**config.mk**
```make
export PLATFORM = sky130hd
export DESIGN_NAME = fetch_unit
export DESIGN_NICKNAME = d
export VERILOG_FILES = /design/src/mem_map_pkg.sv /design/src/fetch_unit.sv
export SDC_FILE = /design/constraint.sdc
export NUM_CORES = 1
export LEC_CHECK = 0
export BUFFER_PORTS_ARGS = -buffer_cell sky130_fd_sc_hd__buf_2
export CAP_MARGIN = 25
export CORE_UTILIZATION = 45
export CTS_BUF_LIST = sky130_fd_sc_hd__clkbuf_4 sky130_fd_sc_hd__clkbuf_8
export CTS_CLUSTER_DIAMETER = 150
export CTS_CLUSTER_SIZE = 10
export DETAILED_ROUTE_END_ITERATION = 8
export PLACE_DENSITY = 0.78
export SLEW_MARGIN = 40
export SYNTH_ARGS = -nofsm -noshare
export SYNTH_HDL_FRONTEND = slang
export SYNTH_SLANG_ARGS = --single-unit
```
**constraint.sdc**
```tcl
create_clock -name clk -period 1.8 [get_ports clk]
set_input_delay 0.18 -clock clk [delete_from_list [all_inputs] [get_ports clk]]
set_output_delay 0.18 -clock clk [all_outputs]
set_load 0.05 [all_outputs]
```
**src/mem_map_pkg.sv**
```systemverilog
`default_nettype none

package mem_map_pkg;

    // Data word width
    localparam int XLEN = 32;

    // Shared instruction and data array, in words
    localparam int IDMEM_SIZE = 256;

    // Word index bits, log2 of IDMEM_SIZE
    localparam int MEM_ADDR_WIDTH = 8;

    // ADDI x0, x0, 0
    localparam logic [XLEN-1:0] NOP_INSN = 32'h0000_0013;

endpackage : mem_map_pkg

`default_nettype wire

```
**src/fetch_unit.sv**
```systemverilog
`timescale 1ns/1ns
`default_nettype none

module fetch_unit (
    input  wire logic                          clk,
    input  wire logic                          rst_n,
    input  wire logic                          run_i,
    input  wire logic                          retire_i,
    input  wire logic                          halted_i,
    output logic                               imem_req_o,
    output logic [mem_map_pkg::XLEN-1:0]       imem_addr_o,
    input  wire logic                          imem_ack_i,
    input  wire logic [mem_map_pkg::XLEN-1:0]  imem_rdata_i,
    output logic                               insn_valid_o,
    output logic [mem_map_pkg::XLEN-1:0]       insn_word_o
);

    logic [mem_map_pkg::XLEN-1:0] pc;
    // Instruction in flight downstream
    logic busy;

    assign imem_addr_o = pc;

    always_ff @(posedge clk) begin
        if (!rst_n) begin
            pc           <= '0;
            busy         <= 1'b0;
            imem_req_o   <= 1'b0;
            insn_valid_o <= 1'b0;
        end else begin
            insn_valid_o <= 1'b0;
            if (imem_req_o) begin
                // Hold request until the memory answers
                if (imem_ack_i) begin
                    imem_req_o   <= 1'b0;
                    insn_valid_o <= 1'b1;
                    pc           <= pc + 32'd4;
                    busy         <= 1'b1;
                end
            end else if (busy) begin
                if (retire_i) begin
                    busy <= 1'b0;
                end
            end else if (run_i && !halted_i) begin
                imem_req_o <= 1'b1;
            end
        end
    end

    // Word captured with the ack
    always_ff @(posedge clk) begin
        if (imem_req_o && imem_ack_i) begin
            insn_word_o <= imem_rdata_i;
        end
    end

endmodule : fetch_unit

`default_nettype wire

```
==> impl_metrics.csv, run 1 <==
group,metric,value,unit
outcome,status,"completed",
placed_design,gp_congestion,0.818,
floorplanning,die-height,76.9,um
detailed_routing,first_pass_iters,4,
cells_and_area,syn_to_final_growth,42.6,%
global_routing,grt_pass1_vias,1968,
yosys,syn_area_per_cell,11.6,um2
detailed_routing,routed_wl,6110,um
placed_design,io_buffers,101,
yosys,syn_area,2530,um2
sta,skew,0.00624,ns
yosys,synthCells,218,
placed_design,dp_hpwl,4340,um
floorplanning,initial_core_util,0.480,
yosys,ys_top_cells_by_count,"dfxtp_1 (33), edfxtp_1 (32), a21oi_1 (18), nand2_1 (17)",
pwr,ir_drop,0.382,mV
detailed_routing,via_count,2203,
cells_and_area,nets,384,
sta,min_period,1.77,ns
clock_tree,cts-root-buf,"clkbuf_8",
yosys,yosysUniqueCellTypes,33,
yosys,synth-seq-area-share,0.642,
clock_tree,clock_latency,0.33,ns
yosys,synth.most_common_cell,"dfxtp_1",
sta,finalMaxSlewViolations,0,
yosys,synth_edf_count,32,
clock_tree,numCtsBuffers,9,
global_routing,antenna_found_initial,0,
clock_tree,clk_pin_slew,0.07,ns
worst_hold_path,hold_path.class,"input pin to flop",
placed_design,place_area,3350,um2
floorplanning,fp.dieW,76.9,um
pwr,power_density,804,nW/um2
global_routing,grt_pass1_wl,9290,um
run,drv_cap,0,
cells_and_area,nFillCells,426,
yosys,synthFlopType,"dfxtp_1",
placed_design,dp_slack,-0.0438,ns
yosys,netlist.area_leader.share,0.380,
yosys,ys_seq_elements,65,
cells_and_area,multi_input_area,898,um2
sta,finalSetupViolations,0,
critical_path,worstPathArrival,2.02,ns
clock_tree,cts_buffer_depth,2,
floorplanning,fp.coreArea,5270,um2
clock_tree,cts_tree,"built",
sta,worst_slew_pin_slew,0.514,ns
yosys,yosysWarningCount,0,
critical_path,critPathRequiredTime,2.06,ns
sta,rsz0062_at_grt,"true",
detailed_routing,drc,0,
clock_tree,cts_sinks,65,
floorplanning,io_pins,104,
sta,setup_tns,0,ns
detailed_routing,ant_nets,0,
detailed_routing,drtIter0Drc,115,
sta,worst_slack,0.0323,ns
yosys,ys_top_cells_by_area,"edfxtp_1 (38%), dfxtp_1 (26%), a21oi_1 (3.6%)",
sta,relSlewSlack,0.657,
global_routing,grt_max_degree,33,
floorplanning,rows,26,
sta,finalCritPeriodShare,0.982,
critical_path,critPathLaunchType,"flop",
cells_and_area,drive_above_1_share,0.511,
floorplanning,die-area,5920,um2
clock_tree,htreeDepth,3,
cells_and_area,regArea,1710,um2
cells_and_area,final_util,0.684,
sta,hold_viol_final,0,
detailed_routing,via_per_inst,5.25,
global_routing,gr-usage-all-layers,0.208,
detailed_routing,wl_per_cell,14.6,um
cells_and_area,stdcell_area,3600,um2
sta,holdWs,0.0228,ns
critical_path,crit_type,"flop to flop",
critical_path,end_kind,"flop",
global_routing,overflow,0,
pwr,p_leak,0.00145,uW
cells_and_area,n_antenna_cell,0,
critical_path,crit_fanout,19,
sta,fmax,566,MHz
yosys,synthArstFlopShare,0,
yosys,synth.largest_area_cell,"edfxtp_1",
[cells in the final DEF, fill, tap and decap left out, types with 2 or more instances in the layout]
cell type | synthesis | routed
edfxtp_1 | 32 | 32
clkinv_2 | 0 | 2
nand4_1 | 8 | 8
a21oi_2 | 0 | 2
nand2b_1 | 5 | 5
and3_1 | 3 | 3
xor2_1 | 3 | 3
o311ai_0 | 4 | 2
or4_1 | 11 | 7
nand3_1 | 10 | 10
o311ai_1 | 0 | 2
buf_2 | 1 | 101
and4_1 | 2 | 2
or4_4 | 1 | 5
nor4_1 | 2 | 2
o41ai_1 | 4 | 4
dfxtp_4 | 0 | 20
buf_12 | 0 | 2
nand2_1 | 17 | 15
a21oi_1 | 18 | 16
or3_1 | 9 | 8
clkbuf_8 | 0 | 9
o21ai_0 | 9 | 9
nor3_1 | 4 | 4
clkinvlp_4 | 0 | 2
buf_4 | 2 | 19
conb_1 | 1 | 2
inv_1 | 4 | 4
nor2_1 | 11 | 11
dfxtp_1 | 33 | 6
xnor2_1 | 6 | 6
o31ai_1 | 7 | 7
dfxtp_2 | 0 | 7
[flip-flops by register name (all words and copies together), names as in the netlist]
name          flops
imem_addr_o      30
insn_word_o      32
imem_req_o        1
busy              1
insn_valid_o      1
[metal layers]
metal | wire [um] | global-route usage | share of wire | up-vias
met3 | 440 | 0.0500 | 0.072 | 13
met5 | 0 | 0 | 0 | -
met2 | 2940 | 0.323 | 0.48 | 96
met1 | 2610 | 0.266 | 0.43 | 1013
li1 | - | - | - | 1081
met4 | 119 | 0.115 | 0.019 | 0
[worst max-delay path, stage by stage, from the launching register on]
cell and delay, ns:
dfxtp_4 0.37, nand4_1 0.12, or4_4 0.51, buf_12 0.17, or4_1 0.39, a21oi_1 0.13
[power breakdown]
group / switching [uW] / internal [uW]
registers: 7.93 / 1550
clock network: 524 / 645
logic: 124 / 51.5
[stage by stage]
step                cells  total power (uW)
finish                420              2900
global route          420              3020
CTS                   415              2930
detailed placement    399              1760
global placement      399              1760
floorplan             219              1690
[final cells by class]
type | instances | share of cell area
clock buffer | 10 | 0.0364
clock inverter | 6 | 0.0163
multi-input combinational | 140 | 0.249
sequential | 65 | 0.473
inverter | 5 | 0.00521
tap | 70 | 0.0243
timing repair buffer | 124 | 0.195
[final timing paths]
check                                       from         endpoint  slack [ns]  cells past startpoint
worst max-delay path             imem_addr_o[12]  imem_addr_o[25]        0.03                      5
worst min-delay path            imem_rdata_i[13]  insn_word_o[13]        0.02                      1
worst max register to register   imem_addr_o[12]  imem_addr_o[25]        0.03                      5
worst min register to register              busy             busy        0.49                      2
[logic make-up (layout without fill, tap and decap cells)]
kind of cell,count (synthesis),after routing,share of synthesized area
DFF,65,65,0.642
buffers and inverters,14,145,0.0272
and+or+nand+nor,85,85,0.188
AOI/OAI and AO/OA,42,42,0.102
other,1,2,0.00148
xor gates and xnor gates,9,9,0.0312
muxes,1,1,0.00396
adders and majority gates,1,1,0.00495
[what timing repair did]
action                                  4_1_cts  5_1_grt
hold buffers                                  0        0
gates resized for setup                       1        9
pin swaps                                     1        6
buffers inserted                              0        5
endpoints found under the setup margin        3       12
(Power assumes the default switching activity.)
==> run 2: changes to the inputs <==
Settings changed: CORE_UTILIZATION 45 to 42, PLACE_DENSITY 0.78 to 0.74.
==> run 2 against run 1 <==
- hold slack got worse by 0.013 ns
- sequential power about the same
- sequential cell count stayed put
- die area increased by 7.0%
- critical endpoint is now imem_addr_o[18]
==> impl_metrics.csv, run 2 (synthesis results as in run 1) <==
group,metric,value,unit
outcome,status,"completed",
global_routing,gr-usage-all-layers,0.199,
sta,finalSetupViolations,0,
cells_and_area,n_antenna_cell,0,
pwr,internal-power,2550,uW
pwr,clkPwrFrac,0.465,
floorplanning,die-area,6330,um2
critical_path,critPathLaunchType,"flop",
detailed_routing,via_count,2231,
global_routing,grt_max_degree,33,
cells_and_area,syn_to_final_growth,44.4,%
clock_tree,clock_latency,0.34,ns
placed_design,placed_cells,398,
cells_and_area,nets,383,
critical_path,crit_type,"flop to flop",
pwr,finalPower,3230,uW
sta,holdWs,0.00944,ns
placed_design,place_area,3310,um2
detailed_routing,first_pass_iters,4,
detailed_routing,wl_per_cell,15.1,um
floorplanning,initial_core_util,0.448,
run,drv_cap,0,
critical_path,end_kind,"flop",
pwr,p_comb_frac,0.055,
detailed_routing,routed_wl,6380,um
floorplanning,fp.coreArea,5640,um2
placed_design,gp_congestion,0.783,
cells_and_area,drive_above_1_share,0.504,
sta,hold_viol_final,0,
cells_and_area,regArea,1710,um2
cells_and_area,multi_input_area,900,um2
pwr,p_switching,685,uW
sta,finalCritPeriodShare,0.997,
cells_and_area,stdcell_area,3650,um2
clock_tree,clk_pin_slew,0.07,ns
sta,fmax,557,MHz
floorplanning,rows,27,
pwr,seqPwrFrac,0.480,
cells_and_area,largest_reg_flops,32,
cells_and_area,instances_no_fill,421,
global_routing,overflow,0,
cells_and_area,max_flop_register,"insn_word_o",
pwr,p_leak,0.00147,uW
placed_design,dp_hpwl,4470,um
clock_tree,cts-root-buf,"clkbuf_8",
placed_design,io_buffers,101,
detailed_routing,ant_nets,0,
global_routing,grt_pass1_vias,1922,
clock_tree,numCtsBuffers,9,
critical_path,reg2reg_depth,5,
clock_tree,htreeDepth,3,
clock_tree,cts_sinks,65,
cells_and_area,final_cell_mix,"buf_2 (101), edfxtp_1 (32), dfxtp_4 (20)",
sta,worst_slew_pin_slew,0.500,ns
detailed_routing,drtIter0Drc,105,
detailed_routing,via_per_inst,5.30,
floorplanning,fp.dieW,79.6,um
sta,min_period,1.79,ns
worst_hold_path,hold_path.class,"input pin to flop",
worst_hold_path,hold_depth,1,
detailed_routing,drc,0,
global_routing,antenna_found_initial,0,
global_routing,grt_pass1_wl,9390,um
sta,rsz0062_at_grt,"true",
critical_path,worstPathArrival,2.05,ns
critical_path,critPathRequiredTime,2.06,ns
sta,relSlewSlack,0.666,
sta,skew,0.00906,ns
pwr,ir_drop,0.504,mV
clock_tree,cts_buffer_depth,2,
sta,finalMaxSlewViolations,0,
floorplanning,die-height,79.6,um
clock_tree,cts_tree,"built",
cells_and_area,final_util,0.647,
critical_path,crit_fanout,5,
pwr,swShare,0.212,
cells_and_area,final_common_cell,"buf_2",
pwr,power_density,886,nW/um2
cells_and_area,nFillCells,440,
floorplanning,io_pins,104,
==> run 2: timing repair <==
item                       in CTS  in global routing
hold buffers                    0                  2
cloned                          0                  1
hold endpoints to repair        0                  2
setup endpoints to repair       3                  7
pin swaps                       1                  5
resized for setup               4                  4
setup buffers                   1                  4
==> run 2: final timing paths <==
path                                 startpoint         endpoint  slack (ns)
worst min register to register             busy             busy        0.49
worst max-delay path             imem_addr_o[7]  imem_addr_o[18]       0.006
worst max register to register   imem_addr_o[7]  imem_addr_o[18]       0.006
worst min-delay path            imem_rdata_i[3]   insn_word_o[3]       0.009
==> run 2: metal layers <==
metal  GRT usage  share of wire
met3      0.0583          0.092
met5           0              0
met1       0.256           0.44
met2       0.311           0.46
met4      0.0873          0.012
==> run 2: power groups by stage <==
stage / clock, uW / sequential, uW / combinational, uW
3_5_place_dp: 0 / 1590 / 174
4_1_cts: 1530 / 1550 / 174
3_3_place_gp: 0 / 1580 / 171
5_1_grt: 1590 / 1550 / 189
2_1_floorplan: 0 / 1650 / 39.4
6_report: 1510 / 1550 / 177
==> run 2: metrics by stage <==
step,TNS [ns],setup WS (ns)
after floorplan,-0.156,-0.0580
after CTS,0,0.0141
final,0,0.00577
after global routing,-0.164,-0.0395
after global placement,0,0.0383
after detailed placement,-0.0479,-0.0240
==> run 2: layout make-up <==
type,count,share of cell area
clock buffers,11,0.0381
clock inverters,5,0.0285
inverters,5,0.00514
multi-input cells,141,0.246
flip-flops and latches,65,0.467
well taps,72,0.0247
repair buffers,122,0.190
==> run 2: worst max-delay path, stage by stage (launching register included) <==
cell and delay [ns]:
dfxtp_4 0.37, nand4_1 0.24, or3_4 0.43, buf_4 0.15, or4_1 0.40, a21oi_1 0.13
