**config.mk**
```make
export PLATFORM = sky130hd
export DESIGN_NAME = result_unit
export DESIGN_NICKNAME = d
export VERILOG_FILES = /design/src/mem_map_pkg.sv /design/src/rv_isa_pkg.sv /design/src/result_unit.sv
export SDC_FILE = /design/constraint.sdc
export NUM_CORES = 1
export LEC_CHECK = 0
export BUFFER_PORTS_ARGS = -buffer_cell sky130_fd_sc_hd__buf_4
export CAP_MARGIN = 30
export CORE_MARGIN = 4
export CORE_UTILIZATION = 35
export CTS_CLUSTER_SIZE = 20
export DETAILED_ROUTE_END_ITERATION = 8
export PLACE_DENSITY = 0.59
export SETUP_SLACK_MARGIN = 0.4
export SYNTH_ARGS = -nofsm -noshare
export SYNTH_HDL_FRONTEND = slang
export SYNTH_SLANG_ARGS = --single-unit
```
**constraint.sdc**
```tcl
create_clock -name clk -period 4.1 [get_ports clk]
set_input_delay 0.82 -clock clk [delete_from_list [all_inputs] [get_ports clk]]
set_output_delay 0.82 -clock clk [all_outputs]
set_load 0.03 [all_outputs]
```
**src/mem_map_pkg.sv**
```systemverilog
`default_nettype none

package mem_map_pkg;

    // Data word width
    localparam int XLEN = 32;

    // Shared instruction and data array, in words
    localparam int IDMEM_SIZE = 256;

    // Word index bits, log2 of IDMEM_SIZE
    localparam int MEM_ADDR_WIDTH = 8;

    // ADDI x0, x0, 0
    localparam logic [XLEN-1:0] NOP_INSN = 32'h0000_0013;

endpackage : mem_map_pkg

`default_nettype wire

```
**src/rv_isa_pkg.sv**
```systemverilog
`default_nettype none

package rv_isa_pkg;

    // Major opcodes of the supported subset
    localparam logic [6:0] OPC_OPIMM  = 7'b0010011;
    localparam logic [6:0] OPC_LOAD   = 7'b0000011;
    localparam logic [6:0] OPC_STORE  = 7'b0100011;
    localparam logic [6:0] OPC_SYSTEM = 7'b1110011;

    // ADDI shares its funct3 with the byte width code
    localparam logic [2:0] F3_ADDI  = 3'b000;

    // Access width codes in funct3
    localparam logic [2:0] F3_BYTE  = 3'b000;
    localparam logic [2:0] F3_WORD  = 3'b010;
    localparam logic [2:0] F3_BYTEU = 3'b100;

    // Register-immediate layout, also used for loads and ECALL
    typedef struct packed {
        logic [11:0] imm;
        logic [4:0]  rs1;
        logic [2:0]  funct3;
        logic [4:0]  rd;
        logic [6:0]  opcode;
    } itype_t;

    // Store layout, immediate split around rs2 and rs1
    typedef struct packed {
        logic [6:0] imm_hi;
        logic [4:0] rs2;
        logic [4:0] rs1;
        logic [2:0] funct3;
        logic [4:0] imm_lo;
        logic [6:0] opcode;
    } stype_t;

    // One fetched word seen through both layouts
    typedef union packed {
        itype_t i;
        stype_t s;
    } insn_u;

    // Operation classes passed down the stages
    typedef enum logic [2:0] {
        OP_ADDI,
        OP_LOAD,
        OP_STORE,
        OP_HALT,
        OP_NONE
    } op_e;

endpackage : rv_isa_pkg

`default_nettype wire

```
**src/result_unit.sv**
```systemverilog
`timescale 1ns/1ns
`default_nettype none

module result_unit (
    input  wire logic                          clk,
    input  wire logic                          rst_n,
    input  wire logic                          ex_valid_i,
    input  wire rv_isa_pkg::op_e               ex_op_i,
    input  wire logic [4:0]                    ex_rd_i,
    input  wire logic [mem_map_pkg::XLEN-1:0]  ex_value_i,
    input  wire logic [1:0]                    ex_byte_off_i,
    input  wire logic [2:0]                    ex_width_i,
    input  wire logic [4:0]                    rs1_idx_i,
    input  wire logic [4:0]                    rs2_idx_i,
    output logic [mem_map_pkg::XLEN-1:0]       rs1_data_o,
    output logic [mem_map_pkg::XLEN-1:0]       rs2_data_o,
    output logic                               wb_valid_o,
    output logic [4:0]                         wb_rd_o,
    output logic [mem_map_pkg::XLEN-1:0]       wb_data_o,
    output logic                               retire_o
);

    logic [mem_map_pkg::XLEN-1:0] regs [32];
    logic [mem_map_pkg::XLEN-1:0] wr_data;
    logic [7:0]                   ld_byte;

    // Lane picked by the low address bits
    assign ld_byte = ex_value_i[{ex_byte_off_i, 3'b000} +: 8];

    // LBU zero-extends, LW and ADDI pass through
    assign wr_data = (ex_op_i == rv_isa_pkg::OP_LOAD && ex_width_i == rv_isa_pkg::F3_BYTEU)
                   ? {24'h000000, ld_byte} : ex_value_i;

    assign wb_valid_o = ex_valid_i &&
                        (ex_op_i == rv_isa_pkg::OP_ADDI || ex_op_i == rv_isa_pkg::OP_LOAD);
    assign wb_rd_o    = ex_rd_i;
    // x0 reports its architectural value
    assign wb_data_o  = (ex_rd_i == 5'd0) ? '0 : wr_data;

    // Stores, ECALL and unknown ops retire too
    assign retire_o = ex_valid_i;

    always_ff @(posedge clk) begin
        if (rst_n && wb_valid_o && ex_rd_i != 5'd0) begin
            regs[ex_rd_i] <= wr_data;
        end
    end

    assign rs1_data_o = (rs1_idx_i == 5'd0) ? '0 : regs[rs1_idx_i];
    assign rs2_data_o = (rs2_idx_i == 5'd0) ? '0 : regs[rs2_idx_i];

endmodule : result_unit

`default_nettype wire

```
==> results of run 1 <==
layout by cell type, fill, tap and decap left out, types with 38 or more instances in the layout:
master | Yosys | routed
edfxtp_1 | 1024 | 1024
mux4_2 | 448 | 448
buf_4 | 42 | 365
mux2i_1 | 200 | 199
clkbuf_16 | 0 | 113
a22oi_1 | 64 | 60
a221oi_1 | 48 | 46
buf_12 | 5 | 43
o21ai_0 | 55 | 40
o21ai_1 | 25 | 38
through the flow:
step,cell area [um^2],hold slack (ps),setup TNS (ps),utilization [%]
after floorplan,48300,1350,0,-
after global placement,53500,1460,-17.9,39.3
after detailed placement,53600,1470,-42.9,39.4
after CTS,57400,709,0,42.2
after global routing,57800,659,0,42.4
final,57800,694,0,42.5
layout make-up:
type                    count  area, um^2  area share [%]
inverters                   9        37.5          0.0649
clock inverters            67         722            1.25
multi-input cells        1282       16900            29.3
clock buffers             121        2710            4.69
flip-flops and latches   1024       30700            53.2
well taps                1781        2230            3.86
diodes                      2        5.00         0.00866
repair buffers            447        4410            7.64
worst paths after layout:
path / slack (ps) / cells past startpoint / end / startpoint
worst max-delay path: 360 / 7 / rs2_data_o[16] / rs2_idx_i[3]
worst min-delay path: 690 / 2 / regs[21][27] / ex_value_i[27]
critical path, stage by stage:
cell	delay, ps
buf_4	410
nor2_4	90
and3b_2	220
buf_4	250
a221o_1	350
a31oi_1	460
buf_4	270
layer usage:
| layer | GRT usage, % | vias up | wire [um] |
|---|---|---|---|
| li1 | - | 11600 | - |
| met1 | 31.4 | 16300 | 64700 |
| met2 | 36.6 | 2111 | 79800 |
| met3 | 4.87 | 319 | 17900 |
| met4 | 7.88 | 0 | 5790 |
| met5 | 0 | - | 0 |
kinds of logic (layout without fill, tap and decap cells):
logic type	after synthesis	count (layout)	synth area share, %
AOI/OAI and AO/OA	359	359	5.54
DFF	1024	1024	63.8
other	1	34	0.00778
and+or+nand+nor	211	211	2.20
buffers and inverters	230	644	2.59
muxes	680	680	25.8
timing repair:
action / CTS / global route
cloned: 2 / 5
pin swaps: 0 / 6
gates resized for setup: 52 / 31
endpoints found under the setup margin: 54 / 39
setup buffers: 3 / 3
report_power, final:
group	switching (W)	internal, W	total, W
Sequential	0.0000248	0.0116	0.0116
Combinational	0.00157	0.00109	0.00266
Clock	0.00412	0.00560	0.00972
Total	0.00572	0.0183	0.0240
==> flow_summary.ini, run 1 <==
[logic_synthesis]
ys_top_cells_by_area = edfxtp_1 64%, mux4_2 21%, mux2i_1 4.2%
post-synth-top-area-cell = edfxtp_1
syn_area_per_cell_um2 = 19.2
synth_edf_count = 1024
yosys_warnings = 0
async_reset_ff_share_pct = 0
ys_ff_latch = 1024
synth_flop_cell = edfxtp_1
ys_types = 44
ys_top_cells_by_count = 1024 x edfxtp_1, 448 x mux4_2, 200 x mux2i_1
netlist_instances = 2505
syn-cell-area_mm2 = 0.0482
synth_top_area_share_pct = 63.8
synth-seq-area-share_pct = 63.8
synth.most_common_cell = edfxtp_1

[drt]
dr.pass1.iters = 5
drc_errors = 0
via_per_inst = 6.41
ant_nets = 0
routed_wl_um = 168000
routedWlPerCell_um = 35.5
initialDrtViolationCount = 4683
vias = 30300

[sta]
fin_crit_ps = 3740
finalWorstSetupSlack_ps = 355
setup_viol = 0
fin_crit_sh_pct = 91.3
tightest_slew_ps = 1120
clock.fmax_mhz = 267
rsz0062_at_grt = yes
finalHoldViolCount = 0
timing.slew.headroom_pct = 25.4
maxSlewViolCount = 0

[finish]
area_delta_synth_final_pct = 20.0
drive_above_1_share_pct = 40.0
regMostFlops = regs
nets = 2927
largest_register_ffs = 1024
fin_cells = 4733
reg_top3 = regs (1024)
nFillCells = 11800

[grt]
grt.total_usage_pct = 23.0
grt_max_degree = 44
antenna_found_initial = 7
grt_pass1_vias = 30700
grt-ovfl-total = 0
grt_pass1_wl_um = 233000

[floorplan]
die_h_um = 379
floorplan.initialDensity_pct = 35.4
row_count = 135
core_area_mm2 = 0.136
die_x_um = 379
die_area_mm2 = 0.144
io_pins = 161

[placed_design]
io_buffers = 160
finalWeightedCongestion = 0.852
dp.final_hpwl_um = 106000
post-place-cells = 4525
pre_cts_ws_ps = -42.9

[worst_setup_path]
arrival_ps = 2920
crit_fanout = 19
worst_ep_required_time_ps = 3280
cp-end-kind = output port
critPathKind = in2out
start_kind = input port

[cts]
htree_levels = 3
hold_buffers = 0
clk_path_buf_depth = 3
clkTransAtPathRegs_ps = 60
numCtsBuffers = 105
cts_tree = done
clockRootBuffer = clkbuf_16
cts.sinks = 1024

[pwr]
power_density_mw_per_mm2 = 415
vdd_drop_max_v = 0.000358
p_total_w = 0.0240
p_leak_nw = 18.7

[worst_hold_path]
min_path_type = in2reg

[flow_run]
drv_cap = 0

[status]
status = completed
(Power assumes the default switching activity.)
==> run 2, diff against run 1 <==
Settings changed: CORE_UTILIZATION 35 to 50, GPL_TIMING_DRIVEN set to 0, PLACE_DENSITY 0.59 to 0.75.
Clock period 4.1 ns to 3.9 ns, I/O delays scaled along.
==> run 2 against run 1 <==
- sequential cell count unchanged
- sequential power is 5% higher
- first-iteration DRC count grew 28%
- non-clock buffer count up 38
- final cell count is 10% lower
- core utilization grew 19 points
- worst hold slack worse by 91 ps
- total power grew 4.0%
- via count is 5.3% higher
- sequential share of layout area decreased by 1.1 points
- clock-buffer cell count grew 3
- critical endpoint is now rs1_data_o[18]
==> flow_summary.ini, run 2 (synthesis gave the netlist of run 1 again) <==
[status]
status = completed

[cts]
htree_levels = 3
hold_buffers = 0
clk_path_buf_depth = 3
cts.sinks = 1024
cts_tree = done
clockRootBuffer = clkbuf_16
numCtsBuffers = 99
clkTransAtPathRegs_ps = 70

[drt]
via_per_inst = 7.52
drc_errors = 0
vias = 32000
ant_nets = 0
dr.pass1.iters = 7
initialDrtViolationCount = 6012
routedWlPerCell_um = 40.6
routed_wl_um = 172000

[sta]
fin_crit_ps = 3590
rsz0062_at_grt = yes
maxSlewViolCount = 0
setup_viol = 0
tightest_slew_ps = 1230
clock.fmax_mhz = 279
setup_tns_ps = 0
finalWorstSetupSlack_ps = 310
timing.slew.headroom_pct = 17.7
fin_crit_sh_pct = 92.1
finalHoldViolCount = 0

[floorplan]
die_area_mm2 = 0.101
io_pins = 161
die_x_um = 318
die_h_um = 318
floorplan.initialDensity_pct = 50.6
core_area_mm2 = 0.0953
row_count = 113

[worst_hold_path]
min_path_type = in2reg

[finish]
largest_register_ffs = 1024
reg_top3 = regs (1024)
area_delta_synth_final_pct = 22.4
fin_cells = 4247
drive_above_1_share_pct = 44.1
nets = 2959
regMostFlops = regs
num_antenna_cells = 0
utilization_pct = 61.9
most-common-layout-cells = 1024 x edfxtp_1, 448 x mux4_2, 198 x buf_4
final_common_cell = edfxtp_1

[worst_setup_path]
start_kind = input port
arrival_ps = 2810
worst_ep_required_time_ps = 3120
cp-end-kind = output port
critPathKind = in2out
crit_fanout = 10

[pwr]
vdd_drop_max_v = 0.000404
p_clk_share_pct = 38.2
p_total_w = 0.0250
p_leak_nw = 19.1
seqPwrFrac_pct = 48.9
power_density_mw_per_mm2 = 423
p_int_w = 0.0188
p_switching_w = 0.00614
p_sw_share_pct = 24.6
p_comb_share_pct = 12.8

[grt]
grt.total_usage_pct = 33.3
grt_pass1_vias = 31800
grt_pass1_wl_um = 238000
grt_max_degree = 33
antenna_found_initial = 2
grt-ovfl-total = 0

[placed_design]
finalWeightedCongestion = 0.981
dp.final_hpwl_um = 116000
io_buffers = 151
post-place-cells = 4023
pre_cts_ws_ps = -1330

[flow_run]
drv_cap = 0
==> run 2: changes by cell type in the layout (fill, tap and decap cells not counted), sizes merged <==
cell,previous run,this run
buf,439,389
bufbuf,1,0
bufinv,14,9
clkbuf,128,219
clkdlybuf4s15,0,1
clkinv,45,46
clkinvlp,3,2
diode,2,0
inv,14,10
==> run 2: worst max-delay path, cell delays in order <==
cell and delay (ps):
buf_6 160, buf_12 180, nor2b_4 170, buf_4 230, a221oi_1 280, o21ai_1 210
a311oi_4 520, buf_4 250
==> run 2: per-layer routing <==
metal / share of wire (%) / track usage, %
met1: 33 / 44.3
met2: 44 / 48.5
met4: 7.2 / 18.3
met3: 16 / 11.6
met5: 0.0075 / 0
==> run 2: path summary, 6_finish.rpt <==
| check | startpoint | endpoint | slack [ps] | cells after the start |
|---|---|---|---|---|
| worst min-delay path | ex_value_i[16] | regs[16][16] | 600 | 3 |
| worst max-delay path | rs1_idx_i[1] | rs1_data_o[18] | 310 | 8 |
==> run 2: stage by stage <==
step | cell area [um^2] | hold slack (ps)
after floorplan | 48300 | 1310
after global placement | 51100 | 1660
after detailed placement | 52800 | 1280
after CTS | 58100 | 580
after global routing | 59000 | 591
final | 59000 | 603
==> run 2: layout make-up <==
type	instances	area, um^2
plain buffers	221	2310
fillers	6364	36300
multi-input cells	1282	18000
flip-flops and latches	1024	30700
inverters	9	33.8
repair buffers	264	3190
clock buffers	124	2640
clock inverters	58	522
well taps	1265	1580
==> run 2: power by group through the flow <==
stage	registers, W	clock network [W]	logic, W
finish	0.0122	0.00954	0.00320
global route	0.0122	0.0100	0.00325
floorplan	0.0124	0	0.00155
detailed placement	0.0124	0	0.00268
CTS	0.0122	0.00953	0.00298
global placement	0.0125	0	0.00253
==> run 2: timing repair <==
action	CTS	global route
pin swaps	36	39
setup endpoints to repair	69	78
buffers inserted	11	19
gates cloned	0	5
resized for setup	524	130
hold endpoints to repair	0	0
