$ cat config.mk
export PLATFORM = sky130hd
export DESIGN_NAME = decode_unit
export DESIGN_NICKNAME = d
export VERILOG_FILES = /design/src/mem_map_pkg.sv /design/src/rv_isa_pkg.sv /design/src/decode_unit.sv
export SDC_FILE = /design/constraint.sdc
export NUM_CORES = 1
export LEC_CHECK = 0
export BUFFER_PORTS_ARGS = -buffer_cell sky130_fd_sc_hd__buf_4
export CORE_MARGIN = 10
export CORE_UTILIZATION = 39
export DETAILED_ROUTE_END_ITERATION = 8
export PLACE_DENSITY = 0.75
export SYNTH_ARGS = -nofsm -noshare
export SYNTH_HDL_FRONTEND = slang
export SYNTH_SLANG_ARGS = --single-unit
$ cat constraint.sdc
create_clock -name clk -period 1.7 [get_ports clk]
set_input_delay 0.085 -clock clk [delete_from_list [all_inputs] [get_ports clk]]
set_output_delay 0.085 -clock clk [all_outputs]
set_load 0.01 [all_outputs]
$ cat src/mem_map_pkg.sv
`default_nettype none

package mem_map_pkg;

    // Data word width
    localparam int XLEN = 32;

    // Shared instruction and data array, in words
    localparam int IDMEM_SIZE = 256;

    // Word index bits, log2 of IDMEM_SIZE
    localparam int MEM_ADDR_WIDTH = 8;

    // ADDI x0, x0, 0
    localparam logic [XLEN-1:0] NOP_INSN = 32'h0000_0013;

endpackage : mem_map_pkg

`default_nettype wire

$ cat src/rv_isa_pkg.sv
`default_nettype none

package rv_isa_pkg;

    // Major opcodes of the supported subset
    localparam logic [6:0] OPC_OPIMM  = 7'b0010011;
    localparam logic [6:0] OPC_LOAD   = 7'b0000011;
    localparam logic [6:0] OPC_STORE  = 7'b0100011;
    localparam logic [6:0] OPC_SYSTEM = 7'b1110011;

    // ADDI shares its funct3 with the byte width code
    localparam logic [2:0] F3_ADDI  = 3'b000;

    // Access width codes in funct3
    localparam logic [2:0] F3_BYTE  = 3'b000;
    localparam logic [2:0] F3_WORD  = 3'b010;
    localparam logic [2:0] F3_BYTEU = 3'b100;

    // Register-immediate layout, also used for loads and ECALL
    typedef struct packed {
        logic [11:0] imm;
        logic [4:0]  rs1;
        logic [2:0]  funct3;
        logic [4:0]  rd;
        logic [6:0]  opcode;
    } itype_t;

    // Store layout, immediate split around rs2 and rs1
    typedef struct packed {
        logic [6:0] imm_hi;
        logic [4:0] rs2;
        logic [4:0] rs1;
        logic [2:0] funct3;
        logic [4:0] imm_lo;
        logic [6:0] opcode;
    } stype_t;

    // One fetched word seen through both layouts
    typedef union packed {
        itype_t i;
        stype_t s;
    } insn_u;

    // Operation classes passed down the stages
    typedef enum logic [2:0] {
        OP_ADDI,
        OP_LOAD,
        OP_STORE,
        OP_HALT,
        OP_NONE
    } op_e;

endpackage : rv_isa_pkg

`default_nettype wire

$ cat src/decode_unit.sv
`timescale 1ns/1ns
`default_nettype none

module decode_unit (
    input  wire logic                          clk,
    input  wire logic                          rst_n,
    input  wire logic                          insn_valid_i,
    input  wire logic [mem_map_pkg::XLEN-1:0]  insn_word_i,
    output logic                               dec_valid_o,
    output rv_isa_pkg::op_e                    dec_op_o,
    output logic [4:0]                         dec_rd_o,
    output logic [4:0]                         dec_rs1_o,
    output logic [4:0]                         dec_rs2_o,
    output logic [mem_map_pkg::XLEN-1:0]       dec_imm_o,
    output logic [2:0]                         dec_width_o,
    output logic                               halted_o
);

    rv_isa_pkg::insn_u insn_q;

    always_ff @(posedge clk) begin
        if (insn_valid_i) begin
            insn_q <= insn_word_i;
        end
    end

    always_ff @(posedge clk) begin
        if (!rst_n) begin
            dec_valid_o <= 1'b0;
            halted_o    <= 1'b0;
        end else begin
            dec_valid_o <= insn_valid_i;
            // Sticky until reset
            if (dec_valid_o && dec_op_o == rv_isa_pkg::OP_HALT) begin
                halted_o <= 1'b1;
            end
        end
    end

    // Field extraction, view chosen by opcode
    always_comb begin
        dec_op_o    = rv_isa_pkg::OP_NONE;
        dec_rd_o    = insn_q.i.rd;
        dec_rs1_o   = insn_q.i.rs1;
        dec_rs2_o   = insn_q.s.rs2;
        dec_width_o = insn_q.i.funct3;
        dec_imm_o   = {{20{insn_q.i.imm[11]}}, insn_q.i.imm};
        case (insn_q.i.opcode)
            rv_isa_pkg::OPC_OPIMM: begin
                if (insn_q.i.funct3 == rv_isa_pkg::F3_ADDI) begin
                    dec_op_o = rv_isa_pkg::OP_ADDI;
                end
            end
            rv_isa_pkg::OPC_LOAD: begin
                if (insn_q.i.funct3 == rv_isa_pkg::F3_WORD ||
                    insn_q.i.funct3 == rv_isa_pkg::F3_BYTEU) begin
                    dec_op_o = rv_isa_pkg::OP_LOAD;
                end
            end
            rv_isa_pkg::OPC_STORE: begin
                // Store immediate rebuilt from the split fields
                dec_rd_o    = '0;
                dec_width_o = insn_q.s.funct3;
                dec_imm_o   = {{20{insn_q.s.imm_hi[6]}}, insn_q.s.imm_hi, insn_q.s.imm_lo};
                if (insn_q.s.funct3 == rv_isa_pkg::F3_BYTE ||
                    insn_q.s.funct3 == rv_isa_pkg::F3_WORD) begin
                    dec_op_o = rv_isa_pkg::OP_STORE;
                end
            end
            rv_isa_pkg::OPC_SYSTEM: begin
                // ECALL only, EBREAK and CSRs fall to OP_NONE
                if (insn_q.i.funct3 == 3'b000 && insn_q.i.imm == 12'h000) begin
                    dec_op_o = rv_isa_pkg::OP_HALT;
                end
            end
            default: dec_op_o = rv_isa_pkg::OP_NONE;
        endcase
    end

endmodule : decode_unit

`default_nettype wire

==> results of run 1 <==
power by group through the flow:
stage | clock [uW] | combinational (uW) | sequential [uW]
after detailed placement | 0 | 382 | 1040
after floorplan | 0 | 195 | 1040
after global routing | 599 | 516 | 1030
after CTS | 559 | 465 | 1020
after global placement | 0 | 376 | 1030
final | 537 | 481 | 1020
Yosys cell counts:
master,count
nand4_1,1
nor2b_2,1
nand2_1,4
nand4bb_1,1
xnor2_1,1
o21ai_1,1
nor3b_1,1
mux2_4,4
nor2_1,1
dfxtp_1,2
mux2_2,1
and3_1,1
or3b_4,1
and2_1,6
buf_4,40
o31ai_1,2
o22ai_1,1
a221o_1,1
nor3_1,1
or4_1,1
o21bai_1,1
or3b_2,1
nor4_1,3
edfxtp_1,32
buf_6,1
final timing paths:
check	from	end	cells after the start	slack [ns]
worst min-delay path	rst_n	dec_valid_o	2	0.03
worst max-delay path	insn_q[30]	dec_op_o[0]	6	-0.30
worst min register to register	halted_o	halted_o	2	0.48
worst max register to register	insn_q[30]	halted_o	5	0.08
critical path, delay by kind of cell (launching register included):
kind / cells / cell delay, ns
compound gates: 1 / 0.07
simple gates: 3 / 0.87
flops: 1 / 0.39
buf+inv: 2 / 0.30
logic make-up after synthesis:
kind of cell    count (synthesis)  synth area share
compound gates                  6           0.02764
xor+xnor                        1          0.005530
buf+inv                        41            0.1967
flops                          34            0.6319
mux                             5           0.04502
simple gates                   23           0.09321
layout make-up:
cell class / instances / area share
multi-input combinational: 36 / 0.1304
sequential: 34 / 0.3740
clock inverter: 3 / 0.004208
timing repair buffer: 141 / 0.4423
tap: 50 / 0.02338
clock buffer: 5 / 0.02571
placed cells by master, fill, tap and decap left out, types with 3 or more instances in the layout:
master,n
buf_4,97
dlygate4sd3_1,32
edfxtp_1,32
buf_6,12
and2_4,5
clkbuf_8,5
mux2_4,4
nand2_1,4
or3b_4,3
clkinv_1,3
state kept, by name (all words and copies together), names as in the netlist:
| signal | flops |
|---|---|
| halted_o | 1 |
| dec_valid_o | 1 |
| insn_q | 32 |
what timing repair did:
action,CTS,global route
gates cloned,1,0
hold buffers,32,0
endpoints found under the hold margin,32,0
endpoints found under the setup margin,14,13
buffers inserted,2,3
gates resized for setup,14,12
pin swaps,1,11
per-stage QoR:
stage          instances    util  area (um2)  TNS, ns
3_3_place_gp         223  0.5328        2116  -0.1636
6_report             269  0.6739        2676   -2.509
3_5_place_dp         223  0.5328        2116  -0.2464
4_1_cts              266  0.6556        2604   -2.550
2_1_floorplan        110       -        1584        0
5_1_grt              269  0.6739        2676   -3.504
metal layers:
layer | up-vias | track usage
li1 | 572 | -
met1 | 538 | 0.1097
met2 | 75 | 0.2028
met3 | 8 | 0.09863
met4 | 0 | 0.03653
met5 | - | 0
==> flow_metrics.tcl, run 1 <==
set metrics [dict create \
    grt_pass1_vias 1375 \
    fin_crit_ns 1.999 \
    clk_latency_ns 0.28 \
    clock-root-buffer "clkbuf_8" \
    fillerInstances 295 \
    final-seq-area_mm2 0.001001 \
    crit_required_ns 1.62 \
    synth_seq_area_share 0.6319 \
    seqPwrFrac 0.502 \
    overflow 0 \
    place_ws_ns -0.1236 \
    finalHoldViolCount 0 \
    critPathMaxStageDelay_ns 0.46 \
    dieArea_mm2 0.007011 \
    path_class "reg2out" \
    cpMaxStageDelayCell "or3b_4" \
    cp-end-kind "output pin" \
    drv_slew 0 \
    wl_per_cell_um 16.40 \
    internal_power_uw 1562 \
    p_leak_uw 0.001167 \
    initial_core_util 0.3989 \
    grtUsageTotal 0.1217 \
    synth.net_count 145 \
    netlist_area_mm2 0.001584 \
    dr_wl_met3_um 698 \
    cts.clk_slew.worst_paths_ns 0.06 \
    cts.sinks 34 \
    drc 0 \
    finalClockSkew_ns 0.002950 \
    nets 253 \
    cts_max_level 2 \
    ys_ff_latch 34 \
    route.vias.total 1193 \
    cts-buffers-inserted 5 \
    yosys.area.top_type "edfxtp_1" \
    synth_area_per_cell_um2 14.40 \
    yosysWarnings 0 \
    yosys-top-cells-area "edfxtp_1 61%, buf_4 19%, mux2_4 3.8%" \
    top_layer "met4" \
    dp.final_hpwl_um 3180 \
    drtIter0Drc 15 \
    multi_input_area_um2 349.1 \
    layout-drive-gt1-share 0.6119 \
    firstDrtPassIters 4 \
    combPwrFrac 0.235 \
    cts_tree "built" \
    path_max_fanout 3 \
    fp.dieW_um 83.73 \
    cap_viol_max_count 0 \
    num_rows 23 \
    worstPathArrival_ns 1.91 \
    grt_pass1_wl_um 6775 \
    fin_ws_ns -0.2990 \
    route.met2.wl_um 2198 \
    power.density_mw_per_mm2 763.1 \
    die_h_um 83.73 \
    status "finished, violations left" \
    setup_violations 13 \
    detail-route-antenna-nets 0 \
    power_uw 2042 \
    grt_start_max_net_pins 34 \
    slew-limit-headroom 0.7335 \
    wirelength_um 4412 \
    tightest_slew_ns 0.3997 \
    clock_path_buffers 2 \
    ys_types 25 \
    via_per_inst 4.435 \
    finalCritPeriodShare 1.176 \
    timing.fmax_mhz 500.2 \
    synth_top_area_share 0.6066 \
    antenna_cells 0 \
    area.growth.synth_to_final_pct 68.96 \
    synthCells 110 \
    switching_share 0.2352 \
    vdd_drop_max_mv 0.6545 \
    hold_class "in2reg" \
    path_cells "nor4_2, buf_4, nand4_1, or3b_4, o31ai_2, buf_4" \
    core_mm2 0.003971 \
    whs_ns 0.02627 \
    clkPwrFrac 0.263 \
    drt-met1-wl_um 1434 \
    power.switching_uw 480.4 \
    violations "setup timing" \
    startpoint_type "flop" \
    num_io_pins 90 \
    port-buffer-count 89 \
    rsz0062_at_grt "true" \
    crit_top_cell "buf_4" \
    antenna_found_initial 0 \
    place_congestion 0.7632 \
]
No activity file was read; power rests on OpenSTA's default activity.
==> inputs of run 2 (changes only) <==
CELL_PAD_IN_SITES_DETAIL_PLACEMENT = 1   (was unset)
CELL_PAD_IN_SITES_GLOBAL_PLACEMENT = 1   (was unset)
CORE_UTILIZATION = 30   (was 39)
PLACE_DENSITY = unset   (was 0.75)
PLACE_DENSITY_LB_ADDON = 0.1   (was unset)
==> run 2 against run 1 <==
Compared with the run above: sequential cell count did not move; sequential power is essentially flat; global-route usage is 0.72 points lower; count of clock-buffer cells in the layout stayed put; die area increased by 22%; largest power group unchanged; combinational power down 4%; via count is essentially flat; first-iteration DRC count rose to 3.1 times the previous value; non-clock buffer count is 4 lower; the run still ends with setup timing left; critical path depth decreased by 2; cell count rose by 5.9%; critical path type unchanged.
==> flow_metrics.tcl, run 2 (synthesis gave the netlist of run 1 again) <==
set metrics [dict create \
    hold_end "halted_o" \
    fillerInstances 536 \
    path_max_fanout 6 \
    largest_reg_flops 32 \
    num_io_pins 90 \
    grt_pass1_vias 1422 \
    layout-drive-gt1-share 0.6186 \
    nets 249 \
    antenna_found_initial 0 \
    cts.clk_slew.worst_paths_ns 0.07 \
    clock-root-buffer "clkbuf_8" \
    reg2reg_from "insn_q[26]" \
    final_common_cell "buf_4" \
    final_util 0.5348 \
    drc 0 \
    initial_core_util 0.3101 \
    violations "setup timing" \
    final.setup.tns_ns -2.653 \
    path_class "reg2out" \
    reg.largest.list "insn_q x32, dec_valid_o x1, halted_o x1" \
    route.vias.total 1194 \
    overflow 0 \
    core_mm2 0.005107 \
    num_rows 26 \
    grt_start_max_net_pins 34 \
    vdd_drop_max_mv 0.6024 \
    tightest_slew_ns 0.4312 \
    power.density_mw_per_mm2 877.4 \
    wirelength_um 4888 \
    hold_start "rst_n" \
    setup_violations 13 \
    finalCritPeriodShare 1.152 \
    detail-route-antenna-nets 0 \
    hold_class "in2reg" \
    worstPathArrival_ns 1.87 \
    antenna_cells 0 \
    fp.dieW_um 92.67 \
    critPathBufInv 1 \
    cts_tree "built" \
    mostFrequentLayoutCells "93 x buf_4, 32 x dlygate4sd3_1, 32 x edfxtp_1, 12 x buf_6" \
    dieArea_mm2 0.008587 \
    cp-end-kind "output pin" \
    fin_ws_ns -0.2581 \
    cpMaxStageDelayCell "or3b_4" \
    finalHoldViolCount 0 \
    cts_max_level 2 \
    via_per_inst 4.189 \
    grtUsageTotal 0.1145 \
    place_congestion 0.6946 \
    reg2reg_depth 4 \
    hold_depth 3 \
    whs_ns 0.02728 \
    slew-limit-headroom 0.7125 \
    drtIter0Drc 46 \
    cap_viol_max_count 0 \
    final-seq-area_mm2 0.001001 \
    p_leak_uw 0.001174 \
    path_cells "nand4bb_4, or3b_4, mux2_4, buf_6" \
    multi_input_area_um2 351.6 \
    startpoint_type "flop" \
    clock_path_buffers 2 \
    critPathMaxStageDelay_ns 0.47 \
    rrSetupSlack_ns 0.17 \
    status "finished, violations left" \
    crit_start "insn_q[3]" \
    timing.fmax_mhz 510.7 \
    power_uw 2397 \
    fin_crit_ns 1.958 \
    firstDrtPassIters 2 \
    finalClockSkew_ns 0.005228 \
    clk_latency_ns 0.29 \
    crit_family "simple AND/OR/NAND/NOR gates" \
    die_h_um 92.67 \
    grt_pass1_wl_um 7659 \
    reg2reg_to "halted_o" \
    largest-register "insn_q" \
    port-buffer-count 89 \
    wl_per_cell_um 17.15 \
    cts.sinks 34 \
    dp.final_hpwl_um 3336 \
    area.growth.synth_to_final_pct 72.43 \
    cts-buffers-inserted 5 \
    drv_slew 0 \
    rsz0062_at_grt "true" \
    crit_required_ns 1.62 \
]
==> run 2: what timing repair did <==
action,in CTS,in global routing
resized for setup,20,6
hold endpoints to repair,32,0
pin swaps,10,5
hold buffers,32,0
buffers inserted,2,3
endpoints found under the setup margin,13,13
gates cloned,1,0
==> run 2: per-layer routing <==
metal	up-vias	track usage	wire length [um]
met1	568	0.1092	1633
li1	563	-	-
met3	4	0.05973	501
met5	-	0	0
met2	59	0.2106	2713
met4	0	0.03085	39
==> run 2: where the power goes <==
part / leakage (uW) / switching (uW) / total, uW / internal, uW
clock: 0.0000683 / 311 / 898 / 587
sequential: 0.000330 / 45.4 / 1030 / 988
combinational: 0.000776 / 174 / 464 / 291
total: 0.00117 / 530 / 2400 / 1870
==> run 2: worst max path at each step <==
stage                         endpoint  cells past startpoint
after global routing       dec_op_o[1]                      5
after floorplan            dec_op_o[0]                      4
after global placement     dec_op_o[1]                      5
after CTS                 dec_imm_o[2]                      4
after detailed placement   dec_op_o[1]                      5
final                     dec_imm_o[3]                      4
==> run 2: final cells by class <==
cell class                      count  share of cell area
Clock buffer                        5             0.02519
Clock inverter                      3             0.02519
Multi-Input combinational cell     36              0.1287
Sequential cell                    34              0.3665
Tap cell                           70             0.03207
Timing Repair Buffer              137              0.4224
==> run 2: stage by stage <==
stage,setup slack (ns),instances,instance area (um2)
final,-0.2581,285,2731
after global routing,-0.3877,285,2731
after CTS,-0.2878,282,2683
after detailed placement,-0.1061,239,2111
after global placement,-0.05849,239,2111
after floorplan,0.02704,110,1584
==> run 2: worst min-delay path, stage by stage <==
cell,delay [ns]
buf_4,0.09
nand2_1,0.04
o21ai_1,0.06
