===== src/mem_map_pkg.sv =====
`default_nettype none

package mem_map_pkg;

    // Data word width
    localparam int XLEN = 32;

    // Shared instruction and data array, in words
    localparam int IDMEM_SIZE = 256;

    // Word index bits, log2 of IDMEM_SIZE
    localparam int MEM_ADDR_WIDTH = 8;

    // ADDI x0, x0, 0
    localparam logic [XLEN-1:0] NOP_INSN = 32'h0000_0013;

endpackage : mem_map_pkg

`default_nettype wire


===== src/rv_isa_pkg.sv =====
`default_nettype none

package rv_isa_pkg;

    // Major opcodes of the supported subset
    localparam logic [6:0] OPC_OPIMM  = 7'b0010011;
    localparam logic [6:0] OPC_LOAD   = 7'b0000011;
    localparam logic [6:0] OPC_STORE  = 7'b0100011;
    localparam logic [6:0] OPC_SYSTEM = 7'b1110011;

    // ADDI shares its funct3 with the byte width code
    localparam logic [2:0] F3_ADDI  = 3'b000;

    // Access width codes in funct3
    localparam logic [2:0] F3_BYTE  = 3'b000;
    localparam logic [2:0] F3_WORD  = 3'b010;
    localparam logic [2:0] F3_BYTEU = 3'b100;

    // Register-immediate layout, also used for loads and ECALL
    typedef struct packed {
        logic [11:0] imm;
        logic [4:0]  rs1;
        logic [2:0]  funct3;
        logic [4:0]  rd;
        logic [6:0]  opcode;
    } itype_t;

    // Store layout, immediate split around rs2 and rs1
    typedef struct packed {
        logic [6:0] imm_hi;
        logic [4:0] rs2;
        logic [4:0] rs1;
        logic [2:0] funct3;
        logic [4:0] imm_lo;
        logic [6:0] opcode;
    } stype_t;

    // One fetched word seen through both layouts
    typedef union packed {
        itype_t i;
        stype_t s;
    } insn_u;

    // Operation classes passed down the stages
    typedef enum logic [2:0] {
        OP_ADDI,
        OP_LOAD,
        OP_STORE,
        OP_HALT,
        OP_NONE
    } op_e;

endpackage : rv_isa_pkg

`default_nettype wire


===== src/execute_unit.sv =====
`timescale 1ns/1ns
`default_nettype none

module execute_unit (
    input  wire logic                          clk,
    input  wire logic                          rst_n,
    input  wire logic                          run_i,
    input  wire logic                          load_we_i,
    input  wire logic [mem_map_pkg::XLEN-1:0]  load_addr_i,
    input  wire logic [mem_map_pkg::XLEN-1:0]  load_data_i,
    input  wire logic                          dec_valid_i,
    input  wire rv_isa_pkg::op_e               dec_op_i,
    input  wire logic [4:0]                    dec_rd_i,
    input  wire logic [4:0]                    dec_rs1_i,
    input  wire logic [4:0]                    dec_rs2_i,
    input  wire logic [mem_map_pkg::XLEN-1:0]  dec_imm_i,
    input  wire logic [2:0]                    dec_width_i,
    output logic [4:0]                         rs1_idx_o,
    output logic [4:0]                         rs2_idx_o,
    input  wire logic [mem_map_pkg::XLEN-1:0]  rs1_data_i,
    input  wire logic [mem_map_pkg::XLEN-1:0]  rs2_data_i,
    output logic                               dmem_cyc_o,
    output logic                               dmem_sel_o,
    output logic                               dmem_wen_o,
    output logic [3:0]                         dmem_byte_en_o,
    output logic [mem_map_pkg::XLEN-1:0]       dmem_addr_o,
    output logic [mem_map_pkg::XLEN-1:0]       dmem_wdata_o,
    input  wire logic                          dmem_ack_i,
    input  wire logic [mem_map_pkg::XLEN-1:0]  dmem_rdata_i,
    output logic                               ex_valid_o,
    output rv_isa_pkg::op_e                    ex_op_o,
    output logic [4:0]                         ex_rd_o,
    output logic [mem_map_pkg::XLEN-1:0]       ex_value_o,
    output logic [1:0]                         ex_byte_off_o,
    output logic [2:0]                         ex_width_o
);

    logic [mem_map_pkg::XLEN-1:0] sum;
    logic [3:0]                   st_be;
    logic [mem_map_pkg::XLEN-1:0] st_wdata;

    // Core-side bus state
    logic                         cpu_cyc;
    logic                         cpu_wen;
    logic [3:0]                   cpu_be;
    logic [mem_map_pkg::XLEN-1:0] cpu_addr;
    logic [mem_map_pkg::XLEN-1:0] cpu_wdata;

    assign rs1_idx_o = dec_rs1_i;
    assign rs2_idx_o = dec_rs2_i;

    // ADDI sum and load/store address alike
    assign sum = rs1_data_i + dec_imm_i;

    // SB puts the byte on every lane, one enable picks it
    always_comb begin
        if (dec_width_i == rv_isa_pkg::F3_BYTE) begin
            st_be    = 4'b0001 << sum[1:0];
            st_wdata = {4{rs2_data_i[7:0]}};
        end else begin
            st_be    = 4'b1111;
            st_wdata = rs2_data_i;
        end
    end

    always_ff @(posedge clk) begin
        if (!rst_n) begin
            cpu_cyc    <= 1'b0;
            cpu_wen    <= 1'b0;
            ex_valid_o <= 1'b0;
        end else begin
            ex_valid_o <= 1'b0;
            if (cpu_cyc) begin
                // Store done after one cycle, load waits for ack
                if (cpu_wen) begin
                    cpu_cyc    <= 1'b0;
                    ex_valid_o <= 1'b1;
                end else if (dmem_ack_i) begin
                    cpu_cyc    <= 1'b0;
                    ex_valid_o <= 1'b1;
                    ex_value_o <= dmem_rdata_i;
                end
            end else if (dec_valid_i) begin
                ex_op_o       <= dec_op_i;
                ex_rd_o       <= dec_rd_i;
                ex_width_o    <= dec_width_i;
                ex_byte_off_o <= sum[1:0];
                ex_value_o    <= sum;
                cpu_addr      <= sum;
                case (dec_op_i)
                    rv_isa_pkg::OP_LOAD: begin
                        cpu_cyc <= 1'b1;
                        cpu_wen <= 1'b0;
                        cpu_be  <= 4'b1111;
                    end
                    rv_isa_pkg::OP_STORE: begin
                        cpu_cyc   <= 1'b1;
                        cpu_wen   <= 1'b1;
                        cpu_be    <= st_be;
                        cpu_wdata <= st_wdata;
                    end
                    // ADDI, ECALL and unknown retire at once
                    default: ex_valid_o <= 1'b1;
                endcase
            end
        end
    end

    // Loader owns the data port while stopped
    assign dmem_cyc_o     = run_i ? cpu_cyc   : load_we_i;
    assign dmem_wen_o     = run_i ? cpu_wen   : 1'b1;
    assign dmem_byte_en_o = run_i ? cpu_be    : 4'b1111;
    assign dmem_addr_o    = run_i ? cpu_addr  : load_addr_i;
    assign dmem_wdata_o   = run_i ? cpu_wdata : load_data_i;

    // Only the memory window decodes, anything above is unmapped
    assign dmem_sel_o = (dmem_addr_o[mem_map_pkg::XLEN-1:mem_map_pkg::MEM_ADDR_WIDTH+2] == '0);

endmodule : execute_unit

`default_nettype wire


===== config.mk =====
export PLATFORM = sky130hd
export DESIGN_NAME = execute_unit
export DESIGN_NICKNAME = d
export VERILOG_FILES = /design/src/mem_map_pkg.sv /design/src/rv_isa_pkg.sv /design/src/execute_unit.sv
export SDC_FILE = /design/constraint.sdc
export NUM_CORES = 1
export LEC_CHECK = 0
export BUFFER_PORTS_ARGS = -buffer_cell sky130_fd_sc_hd__buf_2
export CAP_MARGIN = 25
export CORE_AREA = 2 2 133 135
export CTS_CLUSTER_DIAMETER = 120
export CTS_CLUSTER_SIZE = 10
export DETAILED_ROUTE_END_ITERATION = 10
export DIE_AREA = 0 0 135 137
export GPL_ROUTABILITY_DRIVEN = 0
export PLACE_DENSITY = 0.73
export RECOVER_POWER = 25
export SETUP_SLACK_MARGIN = 0.05
export SKIP_LAST_GASP = 1
export SLEW_MARGIN = 10
export SYNTH_ARGS = -nofsm -noshare
export SYNTH_HDL_FRONTEND = slang
export SYNTH_SLANG_ARGS = --single-unit

===== constraint.sdc =====
create_clock -name clk -period 3.9 [get_ports clk]
set_input_delay 0.78 -clock clk [delete_from_list [all_inputs] [get_ports clk]]
set_output_delay 0.78 -clock clk [all_outputs]
set_load 0.02 [all_outputs]

==> impl_metrics.ini, run 1 <==
[global_route]
grt_max_degree = 44
grt_use_total_pct = 22.4
antenna_found_initial = 3
grt_pass1_vias = 5843
grt_overflow = 0
grt_pass1_wl_um = 31100

[hold_path]
min_to = cpu_wen
hold_class = reg2reg
holdPathStages = 1
hold_start = cpu_wen

[die]
dieArea_um2 = 18500
core_region_area_um2 = 17100
fp.dieW_um = 135
rows = 48
initial_core_util_pct = 41.2
die_y_um = 137
io_pins = 346

[place]
dpl_cell_area_um2 = 8810
port_buffers = 325
dp_hpwl_um = 16800
place_ws_ns = 0.554

[setup_path]
setup.worst_path.start_class = input port
cp_max_fo = 25
worstReg2RegEnd = ex_value_o[6]
critical_path_class = in2out
reg2reg_from = cpu_cyc
r2r_cells = 6
critical_path_arrival_ns = 2.53
cp.required_ns = 3.12
reg2reg_setup_slack_ns = 0.97
cp-end-kind = primary output

[power_and_ir_drop]
power_density_nw_per_um2 = 414
netSwitchingFraction_pct = 29.6
p_clk_share_pct = 37.8
power_leakage_nw = 4.16
p_sw_mw = 1.14
totalPowerFinal_mw = 3.86
combPwrFrac_pct = 23.7
power_frac_seq_pct = 38.5
vdd_drop_max_uv = 286
intPower_mw = 2.72

[routing]
dr.pass1.iters = 5
drc = 0
ant_nets = 0
first_iter_violations = 273
wl_per_cell_um = 17.7
vias = 6155
via_per_inst = 5.13
totalWireLength_um = 21300

[clocking]
cts_setup_buffers = 0
cts_hold_buffers = 0
cts_root_buf = clkbuf_16
ctsHtreeMaxLevel = 4
cts_resized = 0
cts.sinks = 114
cts_tree = yes
clk_path_buf_depth = 2
cts_buffers = 17
insertion_delay_ns = 0.41
clk_pin_slew_ns = 0.06

[final_layout]
fillers = 1564
stdcell_area_um2 = 9330
syn2layout_area_growth_pct = 32.8
drive_above_1_share_pct = 42.1
multi_input_area_um2 = 3360
final_nets = 1211
seq_area_um2 = 3390

[sta]
period_share_pct = 84.9
setup_violations = 0
worst_slew_pin_slew_ns = 1.74
max_freq_ghz = 0.302
finalCriticalPeriod_ns = 3.31
fin_worst_skew_ns = 0.00623
hold_ws_ns = 0.537
tns_ns = 0
rsz0062_at_grt = false
slew-limit-headroom_pct = -16.0
hold_viol = 0
drv_slew = 65
layout_setup_ws_ns = 0.590

[yosys]
synth_seq_area_share_pct = 48.3
synth_area_um2 = 7030
synth_edf_count = 111
synth_seq_cells = 114
ys_top_cells_by_count = edfxtp_1 (111), nand2_1 (109), mux2_2 (78), a21oi_1 (37), nor2_1 (32)
ys.flop_type = edfxtp_1
ys_types = 54
postSynthCellCount = 650
synth_warnings = 0
yosys.area.top_type = edfxtp_1
synth_nets = 901
synth_top_area_share_pct = 47.4
synth.area.top_cells = edfxtp_1 (47%), mux2_2 (13%), nand2_1 (5.8%)
syn_avg_cell_area_um2 = 10.8
synth-async-reset-ratio_pct = 0
synth.most_common_cell = edfxtp_1

[status]
status = finished, violations left
violations = max-capacitance violations, max-slew violations

[flow_run]
maxCapViolations = 2
stage by stage:
| stage | util (%) | cells |
|---|---|---|
| after floorplan | - | 650 |
| after global placement | 51.5 | 1164 |
| after detailed placement | 51.6 | 1165 |
| after CTS | 54.9 | 1197 |
| after global routing | 54.7 | 1200 |
| final | 54.7 | 1200 |
cells in the final DEF, fill, tap and decap left out, types with 7 or more instances in the layout:
cell type  netlist  layout
o21a_1           7       7
a21o_1          12      12
edfxtp_1       111     111
ha_1            31      31
buf_2            2     285
nand3_1          9       9
o21ai_0         24      24
clkbuf_1        26      41
nor3_1           9       9
xor2_1          12      12
a21oi_1         37      37
clkbuf_16        0      17
inv_1           20      20
nor2_1          32      31
nand2b_1         8       8
mux2_2          78      78
xnor2_1         15      15
nand2_1        109     109
and3_1           9       9
worst max path at each step:
stage	start	end	slack [ns]	depth (start not counted)
floorplan	run_i	dmem_sel_o	0.73	6
global placement	dec_imm_i[1]	cpu_addr[27]	0.60	9
detailed placement	dec_imm_i[0]	ex_value_o[20]	0.55	11
CTS	run_i	dmem_sel_o	0.62	6
global route	cpu_cyc	dmem_cyc_o	0.49	3
finish	run_i	dmem_sel_o	0.59	6
routing by layer:
| metal | vias to the layer above | GRT usage (%) | routed length [um] |
|---|---|---|---|
| met3 | 29 | 5.63 | 1730 |
| met4 | 0 | 8.45 | 443 |
| li1 | 3014 | - | - |
| met2 | 282 | 40.3 | 10800 |
| met5 | - | 0 | 0 |
| met1 | 2830 | 25.8 | 8300 |
power by group through the flow:
stage                     clock, mW  sequential, mW  combinational (mW)
after floorplan                   0            1.55               0.560
after global placement            0            1.51               0.901
after detailed placement          0            1.51               0.917
after CTS                      1.48            1.48               0.921
after global routing           1.54            1.49               0.998
final                          1.46            1.48               0.915
critical path: stages:
cell     delay, ns
buf_4         0.30
mux2_2        0.41
nor4_1        0.49
nand4_1       0.23
nor2_1        0.13
buf_2         0.17
flip-flops by register name (all words and copies together) (netlist names):
register,flops
cpu_addr,31
cpu_be,4
cpu_cyc,1
cpu_wdata,32
cpu_wen,1
ex_byte_off_o,1
ex_op_o,3
ex_rd_o,5
ex_valid_o,1
ex_value_o,32
ex_width_o,3
kinds of logic after synthesis:
logic type / count (synthesis) / synth area share (%)
buffers and inverters: 62 / 3.99
adders and majority gates: 32 / 5.80
DFF: 114 / 48.3
muxes: 80 / 12.9
and+or+nand+nor: 202 / 12.8
AOI/OAI and AO/OA: 133 / 12.9
xor gates and xnor gates: 27 / 3.37
cell type report:
cell class                      count  share of cell area, %
Timing Repair Buffer              333                   17.8
Tap cell                          225                   3.02
Multi-Input combinational cell    474                   36.0
Clock inverter                     15                   1.45
Antenna cell                        2                 0.0536
Inverter                           20                  0.805
Clock buffer                       17                   4.56
Sequential cell                   114                   36.4
Power figures use the tool's default switching activity.
==> run 2: changes to the inputs <==
- clock period: 3.9 -> 3.18 ns (I/O delays scaled with it)
==> run 2 against run 1 <==
  * The flow now finishes without violations
  * Die area unchanged
  * Worst hold slack worse by 0.14 ns
  * Clock skew hardly changed
  * Cell area increased by 1.7%
  * Clock power grew 33%
  * Sequential cell count unchanged
  * Critical path type unchanged
  * Setup slack worse by 0.34 ns
  * Non-clock buffer count up 16
  * Global-route usage up 0.62 points
==> impl_metrics.ini, run 2 (synthesis gave the netlist of run 1 again) <==
[status]
status = finished clean

[clocking]
cts_root_buf = clkbuf_16
cts_tree = yes
clk_path_buf_depth = 2
cts.sinks = 114
cts_buffers = 17
cts_setup_buffers = 0
clk_pin_slew_ns = 0.06
cts_hold_buffers = 0
ctsHtreeMaxLevel = 4
cts_resized = 0
insertion_delay_ns = 0.41

[global_route]
antenna_found_initial = 2
grt_max_degree = 42
grt_pass1_vias = 5980
grt_use_total_pct = 23.0
grt_overflow = 0
grt_pass1_wl_um = 31900

[die]
die_y_um = 137
fp.dieW_um = 135
initial_core_util_pct = 41.2
rows = 48
dieArea_um2 = 18500
core_region_area_um2 = 17100
io_pins = 346

[place]
dp_hpwl_um = 17200
place_ws_ns = 0.00513
port_buffers = 325
dpl_cell_area_um2 = 8950

[sta]
max_freq_ghz = 0.341
worst_slew_pin_slew_ns = 1.45
fin_worst_skew_ns = 0.00597
layout_setup_ws_ns = 0.246
slew-limit-headroom_pct = 3.59
setup_violations = 0
tns_ns = 0
period_share_pct = 92.3
drv_slew = 0
hold_ws_ns = 0.399
hold_viol = 0
rsz0062_at_grt = false
finalCriticalPeriod_ns = 2.93

[routing]
dr.pass1.iters = 5
totalWireLength_um = 21800
vias = 6287
drc = 0
wl_per_cell_um = 17.9
via_per_inst = 5.17
ant_nets = 0
first_iter_violations = 368

[hold_path]
hold_class = in2reg

[final_layout]
final_nets = 1227
multi_input_area_um2 = 3350
stdcell_area_um2 = 9490
seq_area_um2 = 3390
top_regs = cpu_wdata x32, ex_value_o x32, cpu_addr x31
layout_common_cells = buf_2 (274), edfxtp_1 (111), nand2_1 (109)
syn2layout_area_growth_pct = 35.0
fillers = 1541
final_common_cell = buf_2
drive_above_1_share_pct = 42.0

[setup_path]
setup.worst_path.start_class = input port
cp-end-kind = primary output
critical_path_arrival_ns = 2.30
critical_path_class = in2out
cp.required_ns = 2.54
cp_max_fo = 14

[flow_run]
maxCapViolations = 0

[power_and_ir_drop]
power_leakage_nw = 4.23
power_density_nw_per_um2 = 518
totalPowerFinal_mw = 4.91
vdd_drop_max_uv = 345
## run 2: cell types whose count changed in the layout (fill, tap and decap cells not counted), moves of 2 or more
cell and delta:
clkinv_2 -2, bufinv_16 +2, clkbuf_1 +10, buf_4 +17, buf_2 -11
## run 2: through the flow
| step | instances | utilization (%) |
|---|---|---|
| final | 1216 | 55.6 |
| after global routing | 1216 | 55.6 |
| after CTS | 1214 | 56.0 |
| after detailed placement | 1182 | 52.5 |
| after global placement | 1182 | 52.5 |
| after floorplan | 650 | - |
## run 2: worst paths after layout
check / slack, ns / cells past startpoint / from / end
setup / recovery: 0.25 / 8 / run_i / dmem_sel_o
hold / removal: 0.40 / 1 / dec_rd_i[2] / ex_rd_o[2]
setup reg to reg: 0.54 / 4 / cpu_cyc / ex_value_o[23]
hold reg to reg: 0.58 / 1 / cpu_wen / cpu_wen
## run 2: critical path, stage by stage
cell and delay [ns]:
buf_4 0.24, buf_12 0.17, mux2_2 0.34, nor4_1 0.32, buf_4 0.17, nand4_1 0.13, nor2_1 0.12, buf_2 0.17
## run 2: layout make-up
type	instances	share of cell area, %
sequential	114	35.8
multi-input combinational	474	35.4
timing repair buffer	349	18.6
clock buffer	17	4.48
tap	225	2.97
clock inverter	15	1.94
inverter	20	0.791
antenna	2	0.0528
## run 2: power by group
part	switching [mW]	internal, mW	leakage [nW]	total (mW)
clock network	0.703	1.24	0.290	1.94
registers	0.0307	1.79	1.06	1.82
logic	0.669	0.478	2.88	1.15
total	1.40	3.51	4.23	4.91
## run 2: metal layers
layer	global-route usage (%)	routed length (um)	up-vias
li1	-	-	3046
met1	26.6	8610	2908
met2	41.1	10900	296
met3	5.44	1650	37
met4	9.66	658	0
met5	0	0	-
